## config.mk

```make
export PLATFORM = sky130hd
export DESIGN_NAME = l2_plru_flat
export DESIGN_NICKNAME = d
export VERILOG_FILES = /design/src/l2_pkg.sv /design/src/l2_ifs.sv /design/src/l2_plru.sv /design/src/flat_wrapper.sv
export SDC_FILE = /design/constraint.sdc
export NUM_CORES = 1
export LEC_CHECK = 0
export BUFFER_PORTS_ARGS = -buffer_cell sky130_fd_sc_hd__buf_4
export CORE_UTILIZATION = 40
export CTS_CLUSTER_SIZE = 8
export DETAILED_ROUTE_END_ITERATION = 10
export GPL_TIMING_DRIVEN = 0
export HOLD_SLACK_MARGIN = 0.06
export SKIP_LAST_GASP = 1
export SYNTH_ARGS = -nofsm -noshare
export SYNTH_HDL_FRONTEND = slang
export SYNTH_SLANG_ARGS = --single-unit
```

## constraint.sdc

```tcl
create_clock -name clk -period 1.6 [get_ports clk]
set_clock_uncertainty 0.15 [all_clocks]
set_input_delay 0 -clock clk [delete_from_list [all_inputs] [get_ports clk]]
set_output_delay 0 -clock clk [all_outputs]
set_load 0.02 [all_outputs]
```

## src/l2_pkg.sv

```systemverilog
`default_nettype none

package l2_pkg;

    ////////////////////////////////////////
    // widths
    ////////////////////////////////////////
    localparam int NUM_WAYS       = 4;  // plru tree is built for four
    localparam int ADDR_W         = 16; // word address
    localparam int WORD_W         = 32;
    localparam int WORDS_PER_LINE = 4;

    typedef logic [WORD_W-1:0]                word_t;
    typedef logic [WORDS_PER_LINE*WORD_W-1:0] line_t;
    typedef logic [ADDR_W-1:0]                addr_t;
    typedef logic [1:0]                       way_t;
    typedef logic [NUM_WAYS-1:0]              way_vec_t;

    ////////////////////////////////////////
    // opcodes and states
    ////////////////////////////////////////
    typedef enum logic [2:0] {
        OP_READ       = 3'd0,
        OP_WRITE      = 3'd1,
        OP_IDX_INIT   = 3'd2, // clear valid, no write-back
        OP_IDX_INV_WB = 3'd3, // way from low address bits
        OP_HIT_INV_WB = 3'd4
    } cpu_op_e;

    typedef enum logic [3:0] {
        ST_IDLE         = 4'd0,
        ST_LOOKUP       = 4'd1,
        ST_OPERATION    = 4'd2,
        ST_CHECK_DIRTY  = 4'd3,
        ST_CHECK_DIRTY1 = 4'd4,
        ST_WRITEBACK    = 4'd5,
        ST_REFILL_REQ   = 4'd6,
        ST_REFILL_WAIT  = 4'd7,
        ST_REFILL_WRITE = 4'd8
    } ctrl_state_e;

endpackage

`default_nettype wire
```

## src/l2_ifs.sv

```systemverilog
`default_nettype none


// replacement tree
interface plru_if #(
    parameter int INDEX_WIDTH = 4
);
    import l2_pkg::*;

    logic [INDEX_WIDTH-1:0] index;
    logic                   use_en;
    way_t                   use_way;
    way_t                   victim;

    modport ctrl (output index, use_en, use_way, input victim);
    modport tree (input index, use_en, use_way, output victim);
endinterface

`default_nettype wire

```

## src/l2_plru.sv

```systemverilog
`default_nettype none

module l2_plru #(
    parameter int INDEX_WIDTH = 4
) (
    input  logic clk,
    input  logic rstn,
    plru_if.tree plru_i
);
    localparam int SETS = 1 << INDEX_WIDTH;

    // [0] root, [1] leaf for ways 0-1, [2] leaf for ways 2-3
    logic [2:0] bits_q [SETS];
    logic [2:0] cur;

    assign cur = bits_q[plru_i.index];

    // follow the pointers down the tree
    assign plru_i.victim = {cur[0], cur[0] ? cur[2] : cur[1]};

    always_ff @(posedge clk) begin
        if (!rstn) begin
            for (int s = 0; s < SETS; s++) begin
                bits_q[s] <= '0;
            end
        end else if (plru_i.use_en) begin
            bits_q[plru_i.index][0] <= ~plru_i.use_way[1]; // point at the other pair
            if (plru_i.use_way[1]) begin
                bits_q[plru_i.index][2] <= ~plru_i.use_way[0];
            end else begin
                bits_q[plru_i.index][1] <= ~plru_i.use_way[0];
            end
        end
    end

endmodule

`default_nettype wire

```

## src/flat_wrapper.sv

```systemverilog
// flat-port wrapper written by rule: the top's interface ports become plain ports
module l2_plru_flat 
#(
    parameter int INDEX_WIDTH = 4
)
  (clk, rstn, plru_i_index, plru_i_use_en, plru_i_use_way, plru_i_victim);
  plru_if #(.INDEX_WIDTH(INDEX_WIDTH)) plru_i_i ();
  input  logic clk;
  input  logic rstn;
  input wire logic [$bits(plru_i_i.index)-1:0] plru_i_index;
  input wire logic [$bits(plru_i_i.use_en)-1:0] plru_i_use_en;
  input wire logic [$bits(plru_i_i.use_way)-1:0] plru_i_use_way;
  output wire logic [$bits(plru_i_i.victim)-1:0] plru_i_victim;
  assign plru_i_i.index = plru_i_index;
  assign plru_i_i.use_en = plru_i_use_en;
  assign plru_i_i.use_way = plru_i_use_way;
  assign plru_i_victim = plru_i_i.victim;
  l2_plru #(.INDEX_WIDTH(INDEX_WIDTH)) u_core (.clk(clk), .rstn(rstn), .plru_i(plru_i_i));
endmodule
```

* Word-level counts from Yosys, hierarchy flattened
Memories as Yosys holds them, arrays and structs flattened. Cells that the tools add are included.
Storage, ports and cells: bits in registers 0, latch bits 0, RAM bits 48, bits in read-only memories 0, bits of input ports 9, memories kept 1
Memory list:
- u_core.bits_q | depth 16, width 3, read ports 1, clocked after memory_dff 0, write ports 16, line l2_plru.sv:13 | logic [2:0] bits_q [SETS];
Operators by class: $add $sub $neg 0, $mul 0, div/mod/pow operators 0, $lt $le $gt $ge 0, eq/ne operators 0, shifts and indexed selects 0, muxes and demuxes 16, bitwise gates (word level) 2, reduce and logical (&&, ||, !) cells 1
Operators with widths (count):
- two-way mux 1 bit | 13
- two-way mux 3 bit | 2
- two-way mux 4 bit | 1
- OR reduction 3 bit | 1
- inverter 1 bit | 2

* Longest topological paths before layout
depth in word-level cells 6, depth in mapped cells 6, mapped depth without buffers 4

* Worst setup path after synthesis
OpenSTA, ideal clock, no wires.
path kind reg2out, from memory u_core.bits_q[3][0], to output plru_i_victim[0], arrival 1.518 ns, slack -0.068 ns, cell stages (with the launch flop) 5, cells stage by stage edfxtp_1 mux4_2 a22oi_2 nand3_2 mux2_4
On the way: cells in the longest elaborated chain, start to end 2
Ends and longest elaborated chain:
- start, declared | line l2_plru.sv:13
- memory (16 x 3 bit)
- net plru_i_victim[1] | line flat_wrapper.sv:13 | output wire logic [$bits(plru_i_i.victim)-1:0] plru_i_victim;
- two-way mux 1 bit | line l2_plru.sv:19 | assign plru_i.victim = {cur[0], cur[0] ? cur[2] : cur[1]};
- end, declared | line flat_wrapper.sv:13
The timed path passes the listed nets, and every way through them passes these cells.

* Worst setup path after layout
from memory u_core.bits_q[5][2], to output plru_i_victim[0]
On the way: cells in the longest elaborated chain, start to end 2
Ends and longest elaborated chain (line):
- memory (16 x 3 bit)
- two-way mux 1 bit | l2_plru.sv:19
No other way between the ends.

==> results by group <==
Placed design
  • Port Buf Inserts: 5
  • Post-detail-place hpwl: 3950 um
  • Placed Area: 2610 um^2
  • GP Congestion: 0.888
  • Inst Count DP: 301

Drt
  • Via count: 1760
  • Routed Antenna Nets: 0
  • Routed WL: 5630 um
  • Iter 0 DRT Violations: 111
  • # DRC: 0
  • Vias per cell: 5.66
  • DR pass1 iterations: 4
  • WL/cell: 18.1 um

Synthesis
  • YS warnings: 0
  • FFs w/ async S/R, synth: 0%
  • Register area share after synthesis: 58.3%
  • Yosys reg bits: 48
  • Post-synth EDFFs: 48
  • Post-Synthesis Cell Area: 2470 um^2
  • Most used DFF post-synth: edfxtp_1
  • Syn nets: 230
  • Syn avg cell area: 11.2 um^2
  • Number of distinct library cells after synthesis: 18
  • Cells after Synth: 221

Pwr
  • NetSw: 0.618 mW
  • Total power: 2.50 mW
  • Leakage power total: 0.900 nW
  • Logic pwr share: 12.6%
  • Sequential share of power: 58.6%
  • Worst vdd ir: 0.000421 V
  • PwrDens: 923 nW/um^2
  • Sw Share: 24.7%
  • Int Power: 1.88 mW
  • Clock power frac: 28.8%

Final layout
  • Fill cells: 569
  • Final Non-Filler Cells: 311
  • FF/Latch Area: 1440 um^2
  • Biggest regs: u_core.bits_q (48)
  • Final instance area: 2710 um^2
  • Area Growth Syn to Fin: 9.56%
  • Nets: 244
  • Largest Register: u_core.bits_q
  • Area of the multi-input gates: 927 um^2
  • Largest register FFs: 48
  • Share of layout cells above drive strength 1: 13.6%
  • N_diodes: 0

Floorplanning
  • Die width: 80.6 um
  • Initial core utilization: 41.5%
  • I/O pins: 11
  • Die area: 6500 um^2
  • Core area: 5960 um^2
  • Die H: 80.6 um
  • Row count: 28

CTS
  • CTS H-Tree Depth: 2
  • Clock Path Buffers: 2
  • # clock sinks: 48
  • Root Buffer Master: clkbuf_8
  • CTS clock-pin slew for the worst setup and hold paths: 90 ps
  • Number of buffers created by CTS: 5
  • CTS Hold Bufs: 0
  • CTS tree: done

Min path
  • Worst Hold Class: primary input to flop
  • Hold Crit Depth: 2

GRT
  • Grt total ovfl: 0
  • Largest net degree at the start of global routing: 15
  • Vias in the first global route: 1666
  • Initial antenna violation count: 0
  • First-pass GRT wire length: 8910 um
  • Overall Global Routing Usage: 19.4%

Critical path
  • Crit path capture type: output pin
  • Critical path class: flop to output pin
  • Worst-path fanout max: 1
  • CP arrival: 1910 ps
  • Startpoint types: flop
  • CP required: 1450 ps

STA
  • Max-slew headroom: 64.9%
  • Final WS setup: -462 ps
  • Fmax: 485 MHz
  • Period minus WS final: 2060 ps
  • Setup violations, final: 2
  • RSZ-0062 raised after global routing: yes
  • Slew @ Worst Pin: 526 ps
  • Fin. Hold Viols: 0
  • Max Slew Vio Count: 0
  • Period utilization: 129%

Run status
  • Failing checks: setup timing
  • Outcome: finished with violations

Run
  • Maxcap violations: 0
worst max-delay path: stages, from the launching register on:
cell and delay, ps:
edfxtp_1 360, mux4_1 570, a22oi_2 150, nand3_1 110, mux2_4 260, buf_4 150
routing by layer:
| layer | routed length, um | global-route usage, % | vias to the layer above | part of all wire (%) |
|---|---|---|---|---|
| met2 | 2630 | 30.4 | 40 | 47 |
| li1 | - | - | 828 | - |
| met5 | 0 | 0 | - | 0 |
| met3 | 262 | 3.30 | 10 | 4.7 |
| met1 | 2650 | 27.2 | 882 | 47 |
| met4 | 81 | 5.89 | 0 | 1.4 |
worst paths after layout:
check                 from                    to  slack (ps)
min      plru_i_use_way[0]  u_core.bits_q[12][1]          70
max    u_core.bits_q[5][2]      plru_i_victim[0]        -460
cell families after synthesis:
| kind of cell | after synthesis | synth area share, % |
|---|---|---|
| AOI/OAI and AO/OA | 35 | 7.59 |
| buffers and inverters | 23 | 4.20 |
| DFF | 48 | 58.3 |
| muxes | 13 | 12.3 |
| and+or+nand+nor | 102 | 17.7 |
cells in the final DEF, fill, tap and decap left out, types with 2 or more instances in the layout:
cell type and n:
mux4_1 2, nand3_1 10, buf_6 4, edfxtp_1 48, inv_1 2, nor2_1 36
a22oi_2 3, clkbuf_1 18, o21ai_0 32, nor2b_1 4, nand2_1 32, buf_4 5
mux4_2 10, buf_2 2, clkbuf_8 5, nor3_1 18
power groups by stage:
stage	registers, mW	logic (mW)	clock network, mW
after floorplan	1.48	0.211	0
after global placement	1.49	0.291	0
after detailed placement	1.49	0.294	0
after CTS	1.47	0.314	0.733
after global routing	1.47	0.342	0.784
final	1.47	0.315	0.722
cells in the mapped netlist, types with 4 or more instances:
master,number,area share [%]
clkbuf_1,17,2.6
mux4_1,5,5.3
mux4_2,7,6.4
nand2_1,32,4.9
nand3_1,10,2.0
o21ai_0,32,6.5
nor3_1,18,3.6
nor2b_1,4,1.0
edfxtp_1,48,58
nor2_1,36,5.5
per-stage QoR:
stage / setup slack [ps] / hold slack [ps] / utilization, % / TNS (ps)
final: -462 / 71.9 / 45.5 / -817
after global routing: -499 / 86.9 / 45.5 / -917
after CTS: -462 / 61.3 / 45.4 / -829
after detailed placement: -189 / 384 / 43.7 / -3300
after global placement: -162 / 370 / 43.7 / -2400
after floorplan: -58.8 / 205 / - / -58.8
repair_timing:
action                     CTS  global route
resized for setup            6             1
setup endpoints to repair    2             2
gates cloned                 0             0
buffers inserted             2             0
pin swaps                    2             0
cell type report:
| class | count | area share, % |
|---|---|---|
| clock inverters | 2 | 0.416 |
| repair buffers | 7 | 2.22 |
| well taps | 75 | 3.46 |
| plain buffers | 21 | 3.55 |
| inverters | 2 | 0.277 |
| flip-flops and latches | 48 | 53.2 |
| clock buffers | 6 | 2.68 |
| multi-input cells | 150 | 34.2 |
No activity file was read; power rests on OpenSTA's default activity.
