<file path="src/l2_pkg.sv">
`default_nettype none

package l2_pkg;

    ////////////////////////////////////////
    // widths
    ////////////////////////////////////////
    localparam int NUM_WAYS       = 4;  // plru tree is built for four
    localparam int ADDR_W         = 16; // word address
    localparam int WORD_W         = 32;
    localparam int WORDS_PER_LINE = 4;

    typedef logic [WORD_W-1:0]                word_t;
    typedef logic [WORDS_PER_LINE*WORD_W-1:0] line_t;
    typedef logic [ADDR_W-1:0]                addr_t;
    typedef logic [1:0]                       way_t;
    typedef logic [NUM_WAYS-1:0]              way_vec_t;

    ////////////////////////////////////////
    // opcodes and states
    ////////////////////////////////////////
    typedef enum logic [2:0] {
        OP_READ       = 3'd0,
        OP_WRITE      = 3'd1,
        OP_IDX_INIT   = 3'd2, // clear valid, no write-back
        OP_IDX_INV_WB = 3'd3, // way from low address bits
        OP_HIT_INV_WB = 3'd4
    } cpu_op_e;

    typedef enum logic [3:0] {
        ST_IDLE         = 4'd0,
        ST_LOOKUP       = 4'd1,
        ST_OPERATION    = 4'd2,
        ST_CHECK_DIRTY  = 4'd3,
        ST_CHECK_DIRTY1 = 4'd4,
        ST_WRITEBACK    = 4'd5,
        ST_REFILL_REQ   = 4'd6,
        ST_REFILL_WAIT  = 4'd7,
        ST_REFILL_WRITE = 4'd8
    } ctrl_state_e;

endpackage

`default_nettype wire
</file>
<file path="src/l2_ifs.sv">
`default_nettype none

// tag, valid and dirty storage
interface tag_if #(
    parameter int INDEX_WIDTH  = 4,
    parameter int OFFSET_WIDTH = 2
);
    import l2_pkg::*;

    localparam int TAG_W = ADDR_W - INDEX_WIDTH - OFFSET_WIDTH;

    logic [INDEX_WIDTH-1:0] index;
    logic [TAG_W-1:0]       tag;     // lookup tag, also written on refill
    way_vec_t               we;      // tag write, sets valid
    way_vec_t               vclr;    // clears valid and dirty
    logic                   dset;
    logic                   dclr;
    way_t                   dway;
    way_t                   dsel;    // way for dirty and write-back address
    way_vec_t               hit;
    logic                   dirty;
    addr_t                  wb_addr;

    modport ctrl (
        output index, tag, we, vclr, dset, dclr, dway, dsel,
        input  hit, dirty, wb_addr
    );
    modport store (
        input  index, tag, we, vclr, dset, dclr, dway, dsel,
        output hit, dirty, wb_addr
    );
endinterface

// line storage
interface data_if #(
    parameter int INDEX_WIDTH  = 4,
    parameter int OFFSET_WIDTH = 2
);
    import l2_pkg::*;

    logic [INDEX_WIDTH-1:0]  index;
    logic [OFFSET_WIDTH-1:0] offset;
    way_vec_t                we;
    logic                    refill; // whole line instead of one word
    word_t                   wword;
    line_t                   rline;
    way_t                    rd_way;
    line_t                   line;
    word_t                   word;

    modport ctrl  (output index, offset, we, refill, wword, rline, rd_way, input line, word);
    modport store (input index, offset, we, refill, wword, rline, rd_way, output line, word);
endinterface

// replacement tree
interface plru_if #(
    parameter int INDEX_WIDTH = 4
);
    import l2_pkg::*;

    logic [INDEX_WIDTH-1:0] index;
    logic                   use_en;
    way_t                   use_way;
    way_t                   victim;

    modport ctrl (output index, use_en, use_way, input victim);
    modport tree (input index, use_en, use_way, output victim);
endinterface

`default_nettype wire

</file>
<file path="src/l2_ctrl.sv">
`default_nettype none

module l2_ctrl #(
    parameter int INDEX_WIDTH  = 4,
    parameter int OFFSET_WIDTH = 2
) (
    input  logic            clk,
    input  logic            rstn,
    input  logic            cpu_req_i,
    input  l2_pkg::cpu_op_e cpu_op_i,
    input  l2_pkg::addr_t   cpu_addr_i,
    input  l2_pkg::word_t   cpu_wdata_i,
    output logic            cpu_addr_ok_o,
    output logic            cpu_data_ok_o,
    output l2_pkg::word_t   cpu_rdata_o,
    output logic            mem_rd_req_o,
    output logic            mem_wr_req_o,
    output l2_pkg::addr_t   mem_addr_o,
    output l2_pkg::line_t   mem_wline_o,
    output logic            mem_rdy_o,
    input  logic            mem_addr_ok_i,
    input  logic            mem_data_ok_i,
    input  l2_pkg::line_t   mem_rline_i,
    tag_if.ctrl             tag_o,
    data_if.ctrl            data_o,
    plru_if.ctrl            plru_o
);
    import l2_pkg::*;

    localparam int TAG_W = ADDR_W - INDEX_WIDTH - OFFSET_WIDTH;

    ctrl_state_e             state_q;
    ctrl_state_e             state_d;
    cpu_op_e                 req_op;
    addr_t                   req_addr;
    word_t                   req_wdata;
    way_t                    way_q;
    way_t                    way_d;
    way_t                    hit_way;
    way_t                    op_way;
    logic                    hit;
    logic                    accept;
    logic                    is_access;
    logic [OFFSET_WIDTH-1:0] req_off;

    function automatic way_t first_way(way_vec_t v);
        way_t w;
        w = '0;
        for (int i = NUM_WAYS - 1; i >= 0; i--) begin
            if (v[i]) w = way_t'(i);
        end
        return w;
    endfunction

    assign accept    = cpu_req_i && (state_q == ST_IDLE);
    assign hit       = |tag_o.hit;
    assign hit_way   = first_way(tag_o.hit);
    assign req_off   = req_addr[OFFSET_WIDTH-1:0];
    assign op_way    = way_t'(req_off); // maintenance ops name the way here
    assign is_access = (req_op == OP_READ) || (req_op == OP_WRITE);

    // arrays see the incoming address in idle, the held one afterwards
    assign tag_o.index  = (state_q == ST_IDLE) ? cpu_addr_i[OFFSET_WIDTH +: INDEX_WIDTH]
                                               : req_addr[OFFSET_WIDTH +: INDEX_WIDTH];
    assign tag_o.tag    = req_addr[ADDR_W-1 -: TAG_W];
    assign tag_o.dsel   = way_q;
    assign data_o.index = tag_o.index;
    assign data_o.offset = req_off;
    assign data_o.wword = req_wdata;
    assign data_o.rline = mem_rline_i;
    assign plru_o.index = tag_o.index;

    assign cpu_addr_ok_o = accept;
    assign cpu_rdata_o   = (state_q == ST_REFILL_WAIT) ? mem_rline_i[req_off*WORD_W +: WORD_W]
                                                       : data_o.word;
    assign mem_addr_o    = (state_q == ST_WRITEBACK) ? tag_o.wb_addr
                         : {req_addr[ADDR_W-1:OFFSET_WIDTH], {OFFSET_WIDTH{1'b0}}};
    assign mem_wline_o   = data_o.line;

    ////////////////////////////////////////
    // main fsm
    ////////////////////////////////////////
    always_comb begin
        state_d        = state_q;
        way_d          = way_q;
        cpu_data_ok_o  = 1'b0;
        mem_rd_req_o   = 1'b0;
        mem_wr_req_o   = 1'b0;
        mem_rdy_o      = 1'b0;
        tag_o.we       = '0;
        tag_o.vclr     = '0;
        tag_o.dset     = 1'b0;
        tag_o.dclr     = 1'b0;
        tag_o.dway     = way_q;
        data_o.we      = '0;
        data_o.refill  = 1'b0;
        data_o.rd_way  = way_q;
        plru_o.use_en  = 1'b0;
        plru_o.use_way = way_q;
        case (state_q)
            ST_IDLE: begin
                if (accept) begin
                    if (cpu_op_i == OP_READ || cpu_op_i == OP_WRITE) state_d = ST_LOOKUP;
                    else state_d = ST_OPERATION;
                end
            end
            ST_LOOKUP: begin
                data_o.rd_way = hit_way;
                if (hit) begin
                    plru_o.use_en  = 1'b1;
                    plru_o.use_way = hit_way;
                    cpu_data_ok_o  = 1'b1;
                    if (req_op == OP_WRITE) begin
                        data_o.we[hit_way] = 1'b1;
                        tag_o.dset         = 1'b1;
                        tag_o.dway         = hit_way;
                    end
                    state_d = ST_IDLE;
                end else begin
                    way_d   = plru_o.victim; // victim fixed for the whole miss
                    state_d = ST_CHECK_DIRTY;
                end
            end
            ST_OPERATION: begin
                case (req_op)
                    OP_IDX_INIT: begin
                        tag_o.vclr[op_way] = 1'b1;
                        cpu_data_ok_o      = 1'b1;
                        state_d            = ST_IDLE;
                    end
                    OP_IDX_INV_WB: begin
                        way_d   = op_way;
                        state_d = ST_CHECK_DIRTY;
                    end
                    OP_HIT_INV_WB: begin
                        if (hit) begin
                            way_d   = hit_way;
                            state_d = ST_CHECK_DIRTY;
                        end else begin
                            cpu_data_ok_o = 1'b1; // nothing to drop
                            state_d       = ST_IDLE;
                        end
                    end
                    default: state_d = ST_IDLE;
                endcase
            end
            ST_CHECK_DIRTY: state_d = ST_CHECK_DIRTY1; // dirty read in flight
            ST_CHECK_DIRTY1: begin
                if (tag_o.dirty) begin
                    state_d = ST_WRITEBACK;
                end else if (is_access) begin
                    state_d = ST_REFILL_REQ;
                end else begin
                    tag_o.vclr[way_q] = 1'b1;
                    cpu_data_ok_o     = 1'b1;
                    state_d           = ST_IDLE;
                end
            end
            ST_WRITEBACK: begin
                mem_wr_req_o = 1'b1;
                if (mem_addr_ok_i) begin
                    if (is_access) begin
                        state_d = ST_REFILL_REQ;
                    end else begin
                        tag_o.vclr[way_q] = 1'b1;
                        cpu_data_ok_o     = 1'b1;
                        state_d           = ST_IDLE;
                    end
                end
            end
            ST_REFILL_REQ: begin
                mem_rd_req_o = 1'b1;
                if (mem_addr_ok_i) state_d = ST_REFILL_WAIT;
            end
            ST_REFILL_WAIT: begin
                mem_rdy_o = 1'b1;
                if (mem_data_ok_i) begin
                    data_o.refill     = 1'b1;
                    data_o.we[way_q]  = 1'b1;
                    tag_o.we[way_q]   = 1'b1;
                    tag_o.dclr        = 1'b1;
                    plru_o.use_en     = 1'b1;
                    if (req_op == OP_READ) begin
                        cpu_data_ok_o = 1'b1; // word bypassed from memory
                        state_d       = ST_IDLE;
                    end else begin
                        state_d = ST_REFILL_WRITE;
                    end
                end
            end
            ST_REFILL_WRITE: begin
                data_o.we[way_q] = 1'b1;
                tag_o.dset       = 1'b1;
                cpu_data_ok_o    = 1'b1;
                state_d          = ST_IDLE;
            end
            default: state_d = ST_IDLE;
        endcase
    end

    always_ff @(posedge clk) begin
        if (!rstn) begin
            state_q <= ST_IDLE;
            way_q   <= '0;
        end else begin
            state_q <= state_d;
            way_q   <= way_d;
        end
    end

    always_ff @(posedge clk) begin
        if (accept) begin
            req_op    <= cpu_op_i;
            req_addr  <= cpu_addr_i;
            req_wdata <= cpu_wdata_i;
        end
    end

endmodule

`default_nettype wire

</file>
<file path="src/flat_wrapper.sv">
// flat-port wrapper written by rule: the top's interface ports become plain ports
module l2_ctrl_flat import l2_pkg::*;
#(
    parameter int INDEX_WIDTH  = 4,
    parameter int OFFSET_WIDTH = 2
)
  (clk, rstn, cpu_req_i, cpu_op_i, cpu_addr_i, cpu_wdata_i, cpu_addr_ok_o, cpu_data_ok_o, cpu_rdata_o, mem_rd_req_o, mem_wr_req_o, mem_addr_o, mem_wline_o, mem_rdy_o, mem_addr_ok_i, mem_data_ok_i, mem_rline_i, tag_o_index, tag_o_tag, tag_o_we, tag_o_vclr, tag_o_dset, tag_o_dclr, tag_o_dway, tag_o_dsel, tag_o_hit, tag_o_dirty, tag_o_wb_addr, data_o_index, data_o_offset, data_o_we, data_o_refill, data_o_wword, data_o_rline, data_o_rd_way, data_o_line, data_o_word, plru_o_index, plru_o_use_en, plru_o_use_way, plru_o_victim);
  tag_if #(.INDEX_WIDTH(INDEX_WIDTH), .OFFSET_WIDTH(OFFSET_WIDTH)) tag_o_i ();
  data_if #(.INDEX_WIDTH(INDEX_WIDTH), .OFFSET_WIDTH(OFFSET_WIDTH)) data_o_i ();
  plru_if #(.INDEX_WIDTH(INDEX_WIDTH)) plru_o_i ();
  input  logic clk;
  input  logic rstn;
  input  logic cpu_req_i;
  input  l2_pkg::cpu_op_e cpu_op_i;
  input  l2_pkg::addr_t cpu_addr_i;
  input  l2_pkg::word_t cpu_wdata_i;
  output logic cpu_addr_ok_o;
  output logic cpu_data_ok_o;
  output l2_pkg::word_t cpu_rdata_o;
  output logic mem_rd_req_o;
  output logic mem_wr_req_o;
  output l2_pkg::addr_t mem_addr_o;
  output l2_pkg::line_t mem_wline_o;
  output logic mem_rdy_o;
  input  logic mem_addr_ok_i;
  input  logic mem_data_ok_i;
  input  l2_pkg::line_t mem_rline_i;
  output wire logic [$bits(tag_o_i.index)-1:0] tag_o_index;
  output wire logic [$bits(tag_o_i.tag)-1:0] tag_o_tag;
  output wire logic [$bits(tag_o_i.we)-1:0] tag_o_we;
  output wire logic [$bits(tag_o_i.vclr)-1:0] tag_o_vclr;
  output wire logic [$bits(tag_o_i.dset)-1:0] tag_o_dset;
  output wire logic [$bits(tag_o_i.dclr)-1:0] tag_o_dclr;
  output wire logic [$bits(tag_o_i.dway)-1:0] tag_o_dway;
  output wire logic [$bits(tag_o_i.dsel)-1:0] tag_o_dsel;
  input wire logic [$bits(tag_o_i.hit)-1:0] tag_o_hit;
  input wire logic [$bits(tag_o_i.dirty)-1:0] tag_o_dirty;
  input wire logic [$bits(tag_o_i.wb_addr)-1:0] tag_o_wb_addr;
  output wire logic [$bits(data_o_i.index)-1:0] data_o_index;
  output wire logic [$bits(data_o_i.offset)-1:0] data_o_offset;
  output wire logic [$bits(data_o_i.we)-1:0] data_o_we;
  output wire logic [$bits(data_o_i.refill)-1:0] data_o_refill;
  output wire logic [$bits(data_o_i.wword)-1:0] data_o_wword;
  output wire logic [$bits(data_o_i.rline)-1:0] data_o_rline;
  output wire logic [$bits(data_o_i.rd_way)-1:0] data_o_rd_way;
  input wire logic [$bits(data_o_i.line)-1:0] data_o_line;
  input wire logic [$bits(data_o_i.word)-1:0] data_o_word;
  output wire logic [$bits(plru_o_i.index)-1:0] plru_o_index;
  output wire logic [$bits(plru_o_i.use_en)-1:0] plru_o_use_en;
  output wire logic [$bits(plru_o_i.use_way)-1:0] plru_o_use_way;
  input wire logic [$bits(plru_o_i.victim)-1:0] plru_o_victim;
  assign tag_o_index = tag_o_i.index;
  assign tag_o_tag = tag_o_i.tag;
  assign tag_o_we = tag_o_i.we;
  assign tag_o_vclr = tag_o_i.vclr;
  assign tag_o_dset = tag_o_i.dset;
  assign tag_o_dclr = tag_o_i.dclr;
  assign tag_o_dway = tag_o_i.dway;
  assign tag_o_dsel = tag_o_i.dsel;
  assign tag_o_i.hit = tag_o_hit;
  assign tag_o_i.dirty = tag_o_dirty;
  assign tag_o_i.wb_addr = tag_o_wb_addr;
  assign data_o_index = data_o_i.index;
  assign data_o_offset = data_o_i.offset;
  assign data_o_we = data_o_i.we;
  assign data_o_refill = data_o_i.refill;
  assign data_o_wword = data_o_i.wword;
  assign data_o_rline = data_o_i.rline;
  assign data_o_rd_way = data_o_i.rd_way;
  assign data_o_i.line = data_o_line;
  assign data_o_i.word = data_o_word;
  assign plru_o_index = plru_o_i.index;
  assign plru_o_use_en = plru_o_i.use_en;
  assign plru_o_use_way = plru_o_i.use_way;
  assign plru_o_i.victim = plru_o_victim;
  l2_ctrl #(.INDEX_WIDTH(INDEX_WIDTH), .OFFSET_WIDTH(OFFSET_WIDTH)) u_core (.clk(clk), .rstn(rstn), .cpu_req_i(cpu_req_i), .cpu_op_i(cpu_op_i), .cpu_addr_i(cpu_addr_i), .cpu_wdata_i(cpu_wdata_i), .cpu_addr_ok_o(cpu_addr_ok_o), .cpu_data_ok_o(cpu_data_ok_o), .cpu_rdata_o(cpu_rdata_o), .mem_rd_req_o(mem_rd_req_o), .mem_wr_req_o(mem_wr_req_o), .mem_addr_o(mem_addr_o), .mem_wline_o(mem_wline_o), .mem_rdy_o(mem_rdy_o), .mem_addr_ok_i(mem_addr_ok_i), .mem_data_ok_i(mem_data_ok_i), .mem_rline_i(mem_rline_i), .tag_o(tag_o_i), .data_o(data_o_i), .plru_o(plru_o_i));
endmodule
</file>
<file path="config.mk">
export PLATFORM = sky130hd
export DESIGN_NAME = l2_ctrl_flat
export DESIGN_NICKNAME = d
export VERILOG_FILES = /design/src/l2_pkg.sv /design/src/l2_ifs.sv /design/src/l2_ctrl.sv /design/src/flat_wrapper.sv
export SDC_FILE = /design/constraint.sdc
export NUM_CORES = 1
export LEC_CHECK = 0
export ABC_AREA = 0
export BUFFER_PORTS_ARGS = -buffer_cell sky130_fd_sc_hd__buf_2
export CAP_MARGIN = 20
export CORE_AREA = 5 5 294 296
export CTS_BUF_LIST = sky130_fd_sc_hd__clkbuf_2
export DETAILED_ROUTE_END_ITERATION = 8
export DIE_AREA = 0 0 299 301
export PLACE_DENSITY = 0.3
export SETUP_SLACK_MARGIN = 0.15
export SLEW_MARGIN = 10
export SYNTH_ARGS = -nofsm -noshare
export SYNTH_HDL_FRONTEND = slang
export SYNTH_SLANG_ARGS = --single-unit
</file>
<file path="constraint.sdc">
create_clock -name clk -period 3.45 [get_ports clk]
set_input_delay 0.1725 -clock clk [delete_from_list [all_inputs] [get_ports clk]]
set_output_delay 0.1725 -clock clk [all_outputs]
set_load 0.01 [all_outputs]
</file>
**Word level (Yosys, flattened, before mapping)**

Index checks and enable logic that the tools add are counted.

- Bits in registers: 57
- Latch bits: 0
- Memory bits (writable): 0
- ROM bits: 0
- Bits of input ports: 367
- Output and inout bits: 389
- Logic and storage cells: 106
- Memories kept: 0

- Add/sub/neg operators: 0
- $mul: 0
- Divide/modulo/power cells: 0
- Order comparisons: 6
- Eq/ne operators: 19
- Shift-type cells: 1
- Muxes and demuxes: 62
- Bitwise logic cells: 0
- Reductions and logical operators: 13

Operators by type and width:

| operator | number |
|---|---|
| $shiftx A128 B8 Y32 | 1 |
| $mux W4 | 15 |
| $mux W32 | 1 |
| $pmux W4 S8 | 1 |
| $mux W2 | 14 |
| $pmux W4 S3 | 2 |
| $mux W1 | 17 |
| $eq A4 B3 Y1 const B | 4 |
| $mux W16 | 1 |
| $ne A2 B2 Y1 const B | 5 |
| $lt A2 B3 Y1 const B | 3 |
| $eq A4 B2 Y1 const B | 2 |
| $pmux W2 S2 | 2 |
| $pmux W4 S2 | 1 |
| $demux W1 S2 | 3 |
| $eq A3 B1 Y1 const B | 2 |
| $eq A3 B2 Y1 const B | 2 |
| $ge A2 B1 Y1 const B | 3 |
| $logic_not A3 Y1 | 2 |
| $pmux W1 S2 | 3 |
| $pmux W1 S6 | 1 |
| $eq A4 B1 Y1 const B | 1 |
| $eq A4 B4 Y1 const B | 1 |
| $logic_and A1 B1 Y1 | 4 |
| other kinds (9) | 10 |

**Depth between registers and ports, before layout**

Gate-level depths: netlist of run 1.

- Word-level depth: 11
- Depth in mapped cells: 8
- Mapped depth without buffers: 6

**Worst setup path before layout of run 1**

Ideal clock, no wire load.

- Path type: register to register
- Start: register u_core.state_q[0]
- End: register u_core.req_wdata[0], in the netlist u_core.data_o.wword[0] (enable)
- Setup time: 0.418 ns
- Arrival: 2.041 ns
- Data required time: 3.032 ns
- Slack: 0.991 ns
- Cell stages (with the launch flop): 4
- Path buffers: 1
- Period minus slack after synthesis: 2.459 ns
- Path through: dfxtp_1 buf_2 nor2_1 and3_1

- Longest elaborated chain between the ends: 2

RTL lines:

| element | line | RTL |
|---|---|---|
| start, declared | l2_ctrl.sv:32 | `ctrl_state_e state_q;` |
| start signal, assigned | l2_ctrl.sv:206 | `state_q <= state_d;` |
| $logic_not A4 Y1 | l2_ctrl.sv:55 | `assign accept = cpu_req_i && (state_q == ST_IDLE);` |
| $logic_and A1 B1 Y1 | l2_ctrl.sv:55 |  |
| net cpu_addr_ok_o | flat_wrapper.sv:17 | `output logic cpu_addr_ok_o;` |
| end signal, assigned | l2_ctrl.sv:215 | `req_wdata <= cpu_wdata_i;` |
| end, declared | l2_ctrl.sv:36 | `word_t req_wdata;` |

The timed path passes the listed nets, and every way through them passes these cells.
A chain may end at the register's enable or synchronous reset.

**Worst setup path after layout of run 1**

- Start: register u_core.state_q[1]
- End: output cpu_rdata_o[12]

- Longest elaborated chain between the ends: 2

RTL lines:

| element | line | RTL |
|---|---|---|
| $eq A4 B3 Y1 | l2_ctrl.sv:74 | `assign cpu_rdata_o = (state_q == ST_REFILL_WAIT) ? mem_rline_i[req_off*WORD_W +: WORD_W]` |
| $mux W32 | l2_ctrl.sv:74 |  |
| end, declared | flat_wrapper.sv:19 | `output l2_pkg::word_t cpu_rdata_o;` |

No other way between the ends.

==> results.py, run 1 <==
metrics = {
    "power": {
        "comb_power_share_pct": 43.1,
        "clkPwrFrac_pct": 18.0,
        "power_density_mw_per_mm2": 288,
        "power.leakage_nw": 3.72,
        "switching_share_pct": 40.1,
        "ir_drop_v": 0.000218,
        "p_sw_w": 0.000963,
        "power.internal_w": 0.00144,
        "power_frac_seq_pct": 38.8,
    },
    "grt": {
        "antenna_found_initial": 26,
        "grt_pass1_vias": 5971,
        "grt_pass1_wl_um": 61000,
        "track_usage_pct": 10.2,
        "grt-ovfl-total": 0,
        "grt_max_degree": 53,
    },
    "setup_path": {
        "startpoint_type": "register",
        "endpoint_kind": "output pin",
        "worstPathArrival_ns": 2.81,
        "rr_worst_depth": 6,
        "path_class": "reg2out",
        "worstPathRequired_ns": 3.28,
        "path_max_fanout": 33,
    },
    "floorplan": {
        "io_pins": 756,
        "start_util_pct": 7.06,
        "rows": 106,
        "die_y_um": 301,
        "die_w_um": 299,
        "die_area_mm2": 0.0900,
        "core-area_mm2": 0.0833,
    },
    "synth": {
        "synth_compound_area_share_pct": 5.64,
        "synth_nets": 996,
        "netlist_area_mm2": 0.00588,
        "ys_types": 51,
        "synth_flop_cell": "edfxtp_1",
        "synthXorXnorAreaFrac_pct": 0,
        "yosys.area_share.simple_pct": 12.9,
        "syn_avg_cell_area_um2": 9.35,
        "synth_common_cells": "buf_4, nand2_1, edfxtp_1, mux4_2, nor2_1",
        "synthTopCellsByArea": "buf_4, edfxtp_1, mux4_2",
        "yosysWarnings": 0,
        "synth_fa_ha_area_share_pct": 0,
        "ys_async_sr_fraction_pct": 0,
        "synth_top_family_by_area": "buffers and inverters",
        "syn_inst": 629,
        "synth.most_common_cell": "buf_4",
        "synth-edff-count": 51,
        "ys_seq_area_share_pct": 28.1,
        "synth.top_cell.area_share_pct": 35.5,
        "synth_top_cell_by_area": "buf_4",
        "synthMuxAreaShare_pct": 15.7,
        "synth-seq-cells": 57,
    },
    "routing": {
        "wire_per_inst_um": 24.5,
        "ant_nets": 0,
        "vias_per_cell": 2.82,
        "drt-initial-drc-count": 266,
        "finalWirelength_um": 49000,
        "first_pass_iters": 5,
        "vias": 5638,
        "drcViolationCount": 0,
    },
    "sta": {
        "rsz0062_at_grt": "no",
        "timing.fmax_ghz": 0.336,
        "setup_viol": 0,
        "hold_viol": 0,
        "fin_crit_sh_pct": 86.3,
        "final_max_slew_viol_count": 0,
        "period_needed_ns": 2.98,
        "relSlewSlack_pct": 48.3,
        "fin_skew_ns": 0.0539,
        "setup_ws_ns": 0.472,
        "fin_tns_setup_ns": 0,
        "worst_slew_pin_slew_ns": 0.769,
    },
    "clock_tree": {
        "numCtsBuffers": 9,
        "cts_tree": "yes",
        "cts_root_buffer": "clkbuf_2",
        "clkSlewWorstSetupHoldPaths_ns": 0.17,
        "clockBufferDepth": 2,
        "cts_post_setup_buffers_inserted": 0,
        "cts_sinks": 57,
        "clkLatencyLatePin_ns": 0.61,
        "htreeDepth": 3,
    },
    "place": {
        "io_buffers": 499,
        "hpwlAfterDp_um": 44800,
        "dpl_worst_slack_ns": 0.970,
        "gp_congestion": 0.964,
    },
    "cells_and_area": {
        "fin_nets": 1272,
        "layout.area.seq_mm2": 0.00165,
        "multi_input_area_mm2": 0.00202,
        "drive_gt1_share_pct": 64.1,
        "layout.filler_cells": 9705,
        "area_growth_pct": 41.9,
    },
    "min_path": {
        "hold_depth": 5,
        "hold_class": "in2reg",
    },
    "job": {
        "drv_cap": 0,
    },
    "status": {
        "status": "completed",
    },
}
routing by layer:
metal / wire length [um] / GRT usage [%] / vias to the layer above
met4: 2300 / 4.58 / 10
li1: - / - / 2435
met5: 78 / 0 / -
met2: 23700 / 17.8 / 527
met3: 7750 / 6.86 / 67
met1: 15200 / 9.20 / 2599
cells by family after synthesis:
kind of cell,count (synthesis)
AO/OA/AOI/OAI,49
buffers and inverters,308
flip-flops,57
multiplexers,50
AND/OR/NAND/NOR,165
power by group through the flow:
stage	clock network, W	registers [W]	logic (W)
final	0.000434	0.000934	0.00104
after global routing	0.000501	0.000948	0.00112
after CTS	0.000493	0.000940	0.00106
after detailed placement	0	0.000952	0.00100
after global placement	0	0.000954	0.00101
after floorplan	0	0.000933	0.000755
timing repair:
item,CTS,global route
hold buffers,59,0
endpoints found under the hold margin,57,0
gates resized for setup,0,1
setup endpoints to repair,0,2
layout by cell type, fill, tap and decap left out, drive strengths merged, types with 5 or more instances in the layout:
| cell type | n |
|---|---|
| buf | 507 |
| nand2 | 111 |
| dlygate4sd3 | 59 |
| edfxtp | 51 |
| mux4 | 32 |
| mux2 | 18 |
| o21ai | 16 |
| nor2 | 15 |
| diode | 9 |
| a21oi | 9 |
| clkbuf | 9 |
| inv | 8 |
| nand2b | 7 |
| dfxtp | 6 |
| or2 | 5 |
area by class of cell:
cell class,count,area share [%]
Tap cell,1080,16.2
Clock inverter,7,0.645
Clock buffer,9,0.540
Antenna cell,9,0.270
Timing Repair Buffer,566,38.0
Sequential cell,57,19.8
Multi-Input combinational cell,264,24.2
Inverter,7,0.330
per-stage QoR:
step	total power [W]	instance area [um2]	utilization [%]	hold slack, ns	instances
global placement	0.00196	7630	9.16	0.345	1915
floorplan	0.00169	5880	-	0.271	629
global route	0.00257	8340	10.0	0.133	1995
CTS	0.00250	8320	9.99	0.0631	1990
detailed placement	0.00196	7630	9.16	0.345	1915
finish	0.00241	8350	10.0	0.207	1999
worst paths after layout:
kind                                   startpoint                    to  slack, ns
worst max register to register  u_core.state_q[1]  u_core.tag_o.dsel[0]       1.09
worst max-delay path            u_core.state_q[1]       cpu_rdata_o[12]       0.47
worst min register to register  u_core.state_q[0]     u_core.state_q[0]       0.61
worst min-delay path                mem_addr_ok_i     u_core.state_q[0]       0.21
state kept, by name (all words and copies together) (netlist names):
name,cells
u_core.req_op,3
u_core.data_o.wword,32
u_core.state_q,4
u_core.tag_o.dsel,2
u_core.req_addr,16
worst max-delay path, cell delays in order, from the launching register on:
cell,delay [ns]
dfxtp_1,0.65
nand2_1,0.20
or2_2,0.34
clkinv_2,0.07
buf_4,0.45
nand2_1,0.24
nand2_1,0.10
buf_2,0.13
Note: power is estimated with default switching activity, not from simulation.
==> run 2, diff against run 1 <==
--- a/config.mk
+++ b/config.mk
@@ -13,6 +13,7 @@
 export DETAILED_ROUTE_END_ITERATION = 8
 export DIE_AREA = 0 0 299 301
 export PLACE_DENSITY = 0.3
+export RECOVER_POWER = 50
 export SETUP_SLACK_MARGIN = 0.15
 export SLEW_MARGIN = 10
 export SYNTH_ARGS = -nofsm -noshare
==> run 2 against run 1 <==
Net effect: non-clock buffer count is the same; critical endpoint unchanged; worst setup slack gained 0.0015 ns; utilization shrank 0.11 points; clock power is essentially flat.
==> results.py, run 2 (synthesis gave the netlist of run 1 again) <==
metrics = {
    "status": {
        "status": "completed",
    },
    "min_path": {
        "hold_class": "in2reg",
        "min-delay-start": "mem_addr_ok_i",
    },
    "floorplan": {
        "rows": 106,
        "die_area_mm2": 0.0900,
        "start_util_pct": 7.06,
        "die_w_um": 299,
        "die_y_um": 301,
        "io_pins": 756,
        "core-area_mm2": 0.0833,
    },
    "power": {
        "comb_power_share_pct": 42.9,
        "clkPwrFrac_pct": 18.1,
        "power.leakage_nw": 3.51,
        "power_density_mw_per_mm2": 290,
        "power_frac_seq_pct": 39.0,
        "switching_share_pct": 40.3,
        "ir_drop_v": 0.000218,
        "p_sw_w": 0.000966,
        "power.internal_w": 0.00143,
        "fin_total_pwr_w": 0.00240,
    },
    "grt": {
        "track_usage_pct": 10.2,
        "grt-ovfl-total": 0,
        "grt_max_degree": 53,
        "grt_pass1_vias": 5971,
        "grt_pass1_wl_um": 61000,
        "antenna_found_initial": 26,
    },
    "routing": {
        "ant_nets": 0,
        "wire_per_inst_um": 24.5,
        "first_pass_iters": 4,
        "drcViolationCount": 0,
        "vias_per_cell": 2.82,
        "finalWirelength_um": 49100,
        "vias": 5640,
        "drt-initial-drc-count": 267,
    },
    "setup_path": {
        "startpoint": "u_core.state_q[1]",
        "endpoint_kind": "output pin",
        "max_stage_delay_ns": 0.65,
        "crit_path_cell_trace": "nand2_1 > or2_2 > clkinv_2 > buf_4 > nand2_1 > nand2_1 > buf_2",
        "worstPathRequired_ns": 3.28,
        "cp_common_cell": "nand2_1",
        "worstPathArrival_ns": 2.80,
        "startpoint_type": "register",
        "cp_top_family": "simple AND/OR/NAND/NOR gates",
        "path_class": "reg2out",
        "cp_slowest_cell": "dfxtp_1",
        "r2r_start": "u_core.state_q[1]",
        "path_max_fanout": 33,
        "path_buf_inv": 3,
    },
    "sta": {
        "fin_skew_ns": 0.0532,
        "fin_tns_setup_ns": 0,
        "rsz0062_at_grt": "no",
        "setup_ws_ns": 0.473,
        "fin_crit_sh_pct": 86.3,
        "timing.fmax_ghz": 0.336,
        "relSlewSlack_pct": 48.2,
        "final_max_slew_viol_count": 0,
        "period_needed_ns": 2.98,
        "hold_viol": 0,
        "setup_viol": 0,
        "worst_slew_pin_slew_ns": 0.770,
    },
    "clock_tree": {
        "cts_tree": "yes",
        "cts_root_buffer": "clkbuf_2",
        "numCtsBuffers": 9,
        "clkLatencyLatePin_ns": 0.61,
        "htreeDepth": 3,
        "clkSlewWorstSetupHoldPaths_ns": 0.17,
        "clockBufferDepth": 2,
        "cts_sinks": 57,
    },
    "cells_and_area": {
        "fin_nets": 1272,
        "drive_gt1_share_pct": 55.8,
        "largest_register_ff_count": 32,
        "fin_cells": 2000,
        "layout.filler_cells": 9744,
        "area_growth_pct": 40.3,
        "layout_common_cells": "buf_2, nand2_1, clkbuf_1",
        "layout_commonest_cell": "buf_2",
    },
    "place": {
        "io_buffers": 499,
        "hpwlAfterDp_um": 44800,
        "dp.cells": 1915,
        "dpl_worst_slack_ns": 0.970,
        "gp_congestion": 0.964,
    },
    "job": {
        "drv_cap": 0,
    },
}
## run 2: changes by cell type in the layout (fill, tap and decap cells not counted)
cell / change
buf_2: -75
diode_2: +1
clkbuf_1: +75
## run 2: final timing paths
check             slack, ns              endpoint  cells past startpoint
setup / recovery       0.47       cpu_rdata_o[12]                      7
hold reg to reg        0.61     u_core.state_q[0]                      1
setup reg to reg       1.09  u_core.tag_o.dsel[0]                      6
hold / removal         0.20     u_core.state_q[0]                      5
## run 2: final cells by class
cell class	count	area [um2]	share of cell area, %
clock buffers	9	45.0	0.546
flip-flops and latches	57	1650	20.0
diodes	10	25.0	0.303
clock inverters	7	53.8	0.652
repair buffers	566	3080	37.3
inverters	7	27.5	0.333
well taps	1080	1350	16.4
multi-input cells	264	2020	24.5
## run 2: per-stage QoR
step	hold WS (ns)	instance area (um2)	util, %
finish	0.199	8250	9.91
global route	0.133	8240	9.90
CTS	0.0631	8320	9.99
detailed placement	0.345	7630	9.16
global placement	0.345	7630	9.16
floorplan	0.271	5880	-
## run 2: power groups by stage
stage	clock network, W	logic (W)	registers, W
2_1_floorplan	0	0.000755	0.000933
3_3_place_gp	0	0.00101	0.000954
3_5_place_dp	0	0.00100	0.000952
4_1_cts	0.000493	0.00106	0.000940
5_1_grt	0.000501	0.00111	0.000948
6_report	0.000434	0.00103	0.000934
## run 2: what timing repair did
item / in CTS / in global routing
hold buffers: 59 / 0
endpoints found under the hold margin: 57 / 0
buffers inserted: 0 / 0
resized for setup: 0 / 1
setup endpoints to repair: 0 / 2
## run 2: per-layer routing
layer	track usage (%)	vias up	routed length (um)
li1	-	2440	-
met1	9.20	2602	15400
met2	17.8	521	23700
met3	6.86	67	7660
met4	4.58	10	2300
met5	0	-	78
## run 2: worst register-to-register path, delay by kind of cell (launching register included)
kind,cells,cell delay (ns)
AND/OR/NAND/NOR,3,0.79
AO/OA/AOI/OAI,2,0.34
buffers and inverters,1,0.55
flip-flops,1,0.65
